$ cat src/hdl/fp2_pkg.sv
// field width, bls12-381 prime, tag type, element, stream beat and pair structs.
package fp2_pkg;

  ////////////////////////////////////////
  // field constants
  ////////////////////////////////////////

  // width of one base field element.
  localparam int FE_W = 381;

  // width of the control tag on every stream.
  localparam int TAG_W = 8;

  // bls12-381 base prime with its top bit set.
  localparam logic [FE_W-1:0] FE_P = {
    93'h1a0111ea397fe69a4b1ba7b6,
    96'h434bacd764774b84f38512bf,
    96'h6730d2a0f6b0f6241eabfffe,
    96'hb153ffffb9feffffffffaaab
  };

  ////////////////////////////////////////
  // types
  ////////////////////////////////////////

  // one element of fp.
  typedef logic [FE_W-1:0] fe_t;

  // control tag.
  // carried untouched from input beat to output beats.
  typedef logic [TAG_W-1:0] tag_t;

  // one beat of an fp2 stream.
  // c0 travels with sop, c1 with eop.
  // 391 bits in all.
  typedef struct packed {
    fe_t  dat;
    logic sop;
    logic eop;
    tag_t ctl;
  } fe_beat_t;

  // operand or result pair.
  // on the result side only c0 and ctl carry data.
  // 770 bits in all.
  typedef struct packed {
    fe_t  c0;
    fe_t  c1;
    tag_t ctl;
  } fe2_pair_t;

endpackage
$ cat src/hdl/fe_sub_mod.sv
// two-stage pipelined modular subtractor over fp with a stalling valid/ready pipe.
module fe_sub_mod (
  input  logic               i_clk,
  input  logic               i_rst,
  // operand pair, a0 in c0 and a1 in c1.
  input  fp2_pkg::fe2_pair_t i_pair,
  input  logic               i_val,
  output logic               o_rdy,
  // (a0 - a1) mod p in c0.
  output fp2_pkg::fe2_pair_t o_diff,
  output logic               o_val,
  input  logic               i_rdy
);
  import fp2_pkg::*;

  // one enable for the whole pipe.
  logic          pipe_en;
  // stage one, difference with the borrow on top.
  logic [FE_W:0] s1_diff;
  tag_t          s1_ctl;
  logic          s1_val;
  // stage two, corrected result.
  fe_t           s2_res;
  tag_t          s2_ctl;
  logic          s2_val;

  ////////////////////////////////////////
  // pipe control
  ////////////////////////////////////////

  // same stall rule as the adder.
  assign pipe_en = !s2_val || i_rdy;
  assign o_rdy   = pipe_en;

  always_ff @(posedge i_clk) begin
    if (i_rst) begin
      s1_val <= 1'b0;
      s2_val <= 1'b0;
    end else if (pipe_en) begin
      s1_val <= i_val;
      s2_val <= s1_val;
    end
  end

  ////////////////////////////////////////
  // datapath
  ////////////////////////////////////////

  always_ff @(posedge i_clk) begin
    if (pipe_en) begin
      // stage one.
      // bit FE_W set means a0 < a1.
      s1_diff <= {1'b0, i_pair.c0} - {1'b0, i_pair.c1};
      s1_ctl  <= i_pair.ctl;
      // stage two.
      // wrapped difference plus p lands back in [0, p).
      if (s1_diff[FE_W]) begin
        s2_res <= s1_diff[FE_W-1:0] + FE_P;
      end else begin
        s2_res <= s1_diff[FE_W-1:0];
      end
      s2_ctl <= s1_ctl;
    end
  end

  // result goes out in c0, c1 held at zero.
  assign o_diff = '{c0: s2_res, c1: fe_t'(0), ctl: s2_ctl};
  assign o_val  = s2_val;

endmodule

$ cat config.mk
export PLATFORM = sky130hd
export DESIGN_NAME = fe_sub_mod
export DESIGN_NICKNAME = d
export VERILOG_FILES = /design/src/hdl/fp2_pkg.sv /design/src/hdl/fe_sub_mod.sv
export SDC_FILE = /design/constraint.sdc
export NUM_CORES = 2
export LEC_CHECK = 0
export BUFFER_PORTS_ARGS = -buffer_cell sky130_fd_sc_hd__buf_2
export CAP_MARGIN = 10
export CORE_AREA = 3 3 600 602
export DETAILED_ROUTE_END_ITERATION = 8
export DIE_AREA = 0 0 603 605
export PLACE_DENSITY_LB_ADDON = 0.12
export SETUP_SLACK_MARGIN = 0.2
export SLEW_MARGIN = 10
export SYNTH_ARGS = -nofsm -noshare
export SYNTH_HDL_FRONTEND = slang
export SYNTH_SLANG_ARGS = --single-unit
$ cat constraint.sdc
create_clock -name i_clk -period 35.5 [get_ports i_clk]
set_input_delay 3.55 -clock i_clk [delete_from_list [all_inputs] [get_ports i_clk]]
set_output_delay 3.55 -clock i_clk [all_outputs]
set_load 0.1 [all_outputs]
Yosys cells after proc, flatten, opt, wreduce, memory -nomap -nowiden
Index checks and enable logic that the tools add are counted.
{"block": "totals", "memories": 0, "mem_bits_rw": 0, "latch_bits": 0, "regBits": 781, "mem_bits_ro": 0, "inputBits": 774}
{"block": "op_classes", "n_mul": 0, "div": 0, "bitwise": 0, "shifts": 0, "add_sub_neg": 2, "mux": 1, "magnitude_cmp": 0, "n_eq_ne": 0, "reduce_logical": 2}
{"cell": "$sub 381x381->382", "n": 1}
{"cell": "$add 381x381->381 const B", "n": 1}
{"cell": "$mux 381", "n": 1}
{"cell": "$logic_not 1->1", "n": 1}
{"cell": "$logic_or 1x1->1", "n": 1}

Logic depth before layout (Yosys ltp)
{"block": "logic_depth", "word_depth": 2, "depth_mapped": 18, "mapped_depth_nobuf": 18}

Worst setup path before layout
OpenSTA, ideal clock, no wires.
{"block": "synth_path", "path_type": "input to output", "start": "input i_rdy", "end": "output o_rdy", "path_buffers": 0, "arrival_time_ps": 22828, "path_stages": 1, "path_slack_ps": 9122, "cell_sequence": "nand2b_1"}
{"block": "synth_between", "elab_chain_cells": 1}
{"element": "start, declared", "line": "fe_sub_mod.sv:12", "rtl": "input logic i_rdy"}
{"element": "$logic_or 1x1->1", "line": "fe_sub_mod.sv:32", "rtl": "assign pipe_en = !s2_val || i_rdy;"}
{"element": "end, declared", "line": "fe_sub_mod.sv:8", "rtl": "output logic o_rdy,"}
Every way passes these cells.

Worst setup path in the final report
{"block": "layout_path", "start": "input i_pair[88] (netlist name)", "end": "register s1_diff[381] (data pin)"}
{"block": "layout_between", "elab_chain_cells": 1}
{"element": "start, declared", "line": "fe_sub_mod.sv:6", "rtl": "input fp2_pkg::fe2_pair_t i_pair,"}
{"element": "$sub 381x381->382", "line": "fe_sub_mod.sv:53", "rtl": "s1_diff <= {1'b0, i_pair.c0} - {1'b0, i_pair.c1};"}
{"element": "end signal, assigned", "line": "fe_sub_mod.sv:53"}
{"element": "end, declared", "line": "fe_sub_mod.sv:19", "rtl": "logic [FE_W:0] s1_diff;"}
Every way passes these cells.
A chain may end at the register's enable or synchronous reset.

==> impl_metrics.csv <==
group,metric,value,unit
sta,hold_viol,0,
critical_path,ff2ff_path_depth,17,
critical_path,cp.depth,15,
sta,tns,0,ps
die,core_area,355000,um^2
critical_path,cpMaxStageDelayCell,"a211oi_2",
placement,dpl_cell_area,88200,um^2
placement,io_buffers,1164,
critical_path,cp_max_fo,6,
sta,finalSetupViolCount,0,
sta,fin_worst_skew,84.1,ps
critical_path,critPathCaptureType,"register",
clock_tree,cts_resized,0,
layout,syn_to_final_growth,16.9,%
detailed_routing,drtIter0Drc,9223,
die,dieArea,365000,um^2
die,die_h,605,um
min_path,min_path_type,"register to register",
power_and_ir_drop,vdd_ir_drop_max,0.0991,mV
detailed_routing,routed-via-count,85400,
detailed_routing,drt_wl_total,547,mm
sta,maxSlewHeadroom,0.00511,
clock_tree,cts.sinks,781,
grt,grt.total_usage,0.285,
grt,grt_antenna_before_repair,52,
sta,min_period,11030,ps
clock_tree,clk_path_buf_depth,3,
clock_tree,postCtsSetupBuffers,0,
layout,fin_nets,12300,
critical_path,worst-path-buf-inv,2,
clock_tree,ctsHoldBuffers,0,
die,start_util,0.221,
synthesis,synth_seq_cells,781,
clock_tree,cts_tree,"done",
layout,final_cell_area,91700,um^2
outcome,outcome,"finished with violations",
synthesis,netlist_area,78500,um^2
grt,grt_max_degree,146,
critical_path,slowest_delay,1290,ps
critical_path,cp_common_cell,"nor2_1",
synthesis,syn_inst,10200,
detailed_routing,drc,0,
clock_tree,clk_pin_slew,70,ps
grt,globalRouteOverflowTotal,0,
detailed_routing,firstDrtPassIters,6,
layout,mostFrequentLayoutCell,"buf_2",
detailed_routing,postRouteAntennaNets,0,
clock_tree,clock_latency,800,ps
sta,period_share,0.311,
min_path,holdPathStages,0,
layout,final_core_util,0.258,
layout,final_layout_size_suffix_gt1_frac,0.144,
layout,layout_common_cells,"buf_2 (1164), a21oi_1 (1150), nand2_1 (1138)",
job,maxCapViolCount,2,
critical_path,path_cells,"buf_2, inv_1, ha_1, nand2_1, nor2_1, nand2_1, nor2_1, nand3_1, a211oi_2, nor2_1, o21ai_0, nor2b_1, a31oi_2, o221a_2, o21a_1",
synthesis,async_reset_ff_frac,0,
synthesis,synth_edf_count,779,
grt,grt_first_pass_wirelength,728,mm
critical_path,crit_arrival,11540,ps
synthesis,yosysWarnings,0,
placement,hpwl,480,mm
placement,place.gp.congestion,0.992,
sta,rsz0062_at_grt,"no",
clock_tree,numCtsBuffers,101,
outcome,violations,"capacitance limit",
detailed_routing,wl_per_cell,34.2,um
grt,grt_pass1_vias,83300,
die,ios,1546,
synthesis,syn_area_per_cell,7.72,um^2
clock_tree,htree_levels,3,
clock_tree,cts-root-buf,"clkbuf_16",
detailed_routing,viasPerCell,5.35,
sta,drv_slew,0,
synthesis,ys_types,110,
critical_path,critical_path_required,36010,ps
power_and_ir_drop,power.leakage,0.0356,uW
layout,fillCellCount,39700,
synthesis,ys_seq_area_frac,0.299,
die,fp-row-count,219,
sta,worstMarginPinSlew,1490,ps
critical_path,cp-start-kind,"input port",
critical_path,path_delay_family,"simple AND/OR/NAND/NOR gates",
sta,fmax,90.7,MHz
die,fp.dieW,603,um
synthesis,synthFlopType,"edfxtp_1",
critical_path,critical_path_class,"input port to register",
power_and_ir_drop,power_density,71.1,nW/um^2
-- routing by layer --
layer  wire length [um]  global-route usage  up-vias
met5                122                   0        -
met2             247000               0.456     3908
li1                   -                   -    38100
met1             245000               0.391    42900
met3              36100              0.0458      471
met4              19300              0.0912       18
-- state kept, by name, indices dropped and copies added (netlist names) --
name / flops
s1_val: 1
o_val: 1
s1_ctl: 8
s2_res: 381
s2_ctl: 8
s1_diff: 382
-- cell usage after synthesis, types with 15 or more instances --
master | n | area (um^2)
inv_1 | 601 | 2260
a31o_2 | 16 | 140
nand3b_1 | 33 | 248
or2_2 | 66 | 413
and4_1 | 45 | 394
buf_1 | 15 | 56.3
nand3_1 | 249 | 1250
buf_2 | 22 | 110
o221ai_1 | 23 | 201
a211o_1 | 23 | 201
nand4b_1 | 20 | 175
a21boi_0 | 59 | 443
o21ai_0 | 812 | 4060
o21ai_1 | 19 | 95.1
ha_1 | 382 | 4780
o31a_1 | 18 | 158
and3_1 | 80 | 500
nand4_1 | 310 | 1940
nor3_1 | 275 | 1380
nand2_1 | 1138 | 4270
nor4_1 | 148 | 926
a31oi_1 | 85 | 532
clkbuf_1 | 386 | 1450
edfxtp_1 | 779 | 23400
nor2_1 | 944 | 3540
a211oi_1 | 43 | 323
xnor2_1 | 519 | 4550
a221oi_1 | 25 | 219
nor2b_1 | 70 | 438
o21a_1 | 122 | 916
a21oi_1 | 1152 | 5770
o211ai_1 | 59 | 443
a21o_1 | 188 | 1410
xor2_1 | 238 | 2080
buf_4 | 381 | 2860
or4_1 | 47 | 353
nor4b_1 | 18 | 158
a41oi_1 | 18 | 158
and2_1 | 74 | 463
or3_1 | 77 | 482
nor3b_1 | 18 | 135
o31ai_1 | 56 | 420
nand2b_1 | 71 | 444
o2111ai_1 | 20 | 175
o21bai_1 | 184 | 1380
-- path summary, 6_finish.rpt --
path / start / endpoint / slack (ps)
hold / removal: s1_ctl[0] / s2_ctl[0] / 410
setup reg to reg: s1_diff[0] / s2_res[324] / 29000
hold reg to reg: s1_ctl[0] / s2_ctl[0] / 410
setup / recovery: i_pair[88] / s1_diff[381] / 24470
-- where the power goes --
| group | switching, uW | total [uW] | internal [uW] |
|---|---|---|---|
| logic | 2870 | 3500 | 630 |
| clock network | 497 | 1120 | 619 |
| registers | 509 | 1910 | 1400 |
| total | 3870 | 6520 | 2650 |
-- area by class of cell --
class	count	area, um^2	share of cell area
inverter	602	2260	0.0247
sequential	781	23400	0.255
clock buffer	109	2560	0.0279
timing repair buffer	1268	6640	0.0723
tap	4751	5940	0.0648
antenna	28	70.1	0.000764
clock inverter	80	927	0.0101
multi-input combinational	8358	49900	0.544
-- cells by family after synthesis --
family	Yosys count	share of synthesized area
other cells	1	0.0000478
mux	4	0.000510
flops	781	0.299
simple gates	3747	0.231
xor+xnor	757	0.0845
compound gates	3086	0.238
buf+inv	1409	0.0861
fa+ha+maj	383	0.0612
-- metrics by stage --
| stage | hold slack [ps] | setup WS (ps) | cells | total power [uW] |
|---|---|---|---|---|
| 6_report | 413 | 24470 | 16000 | 6520 |
| 3_5_place_dp | 416 | 24140 | 15800 | 5400 |
| 3_3_place_gp | 401 | 24000 | 15800 | 5420 |
| 4_1_cts | 418 | 24980 | 15900 | 6540 |
| 5_1_grt | 429 | 25120 | 16000 | 6710 |
| 2_1_floorplan | 400 | 9120 | 10500 | 4080 |
(Power assumes the default switching activity.)
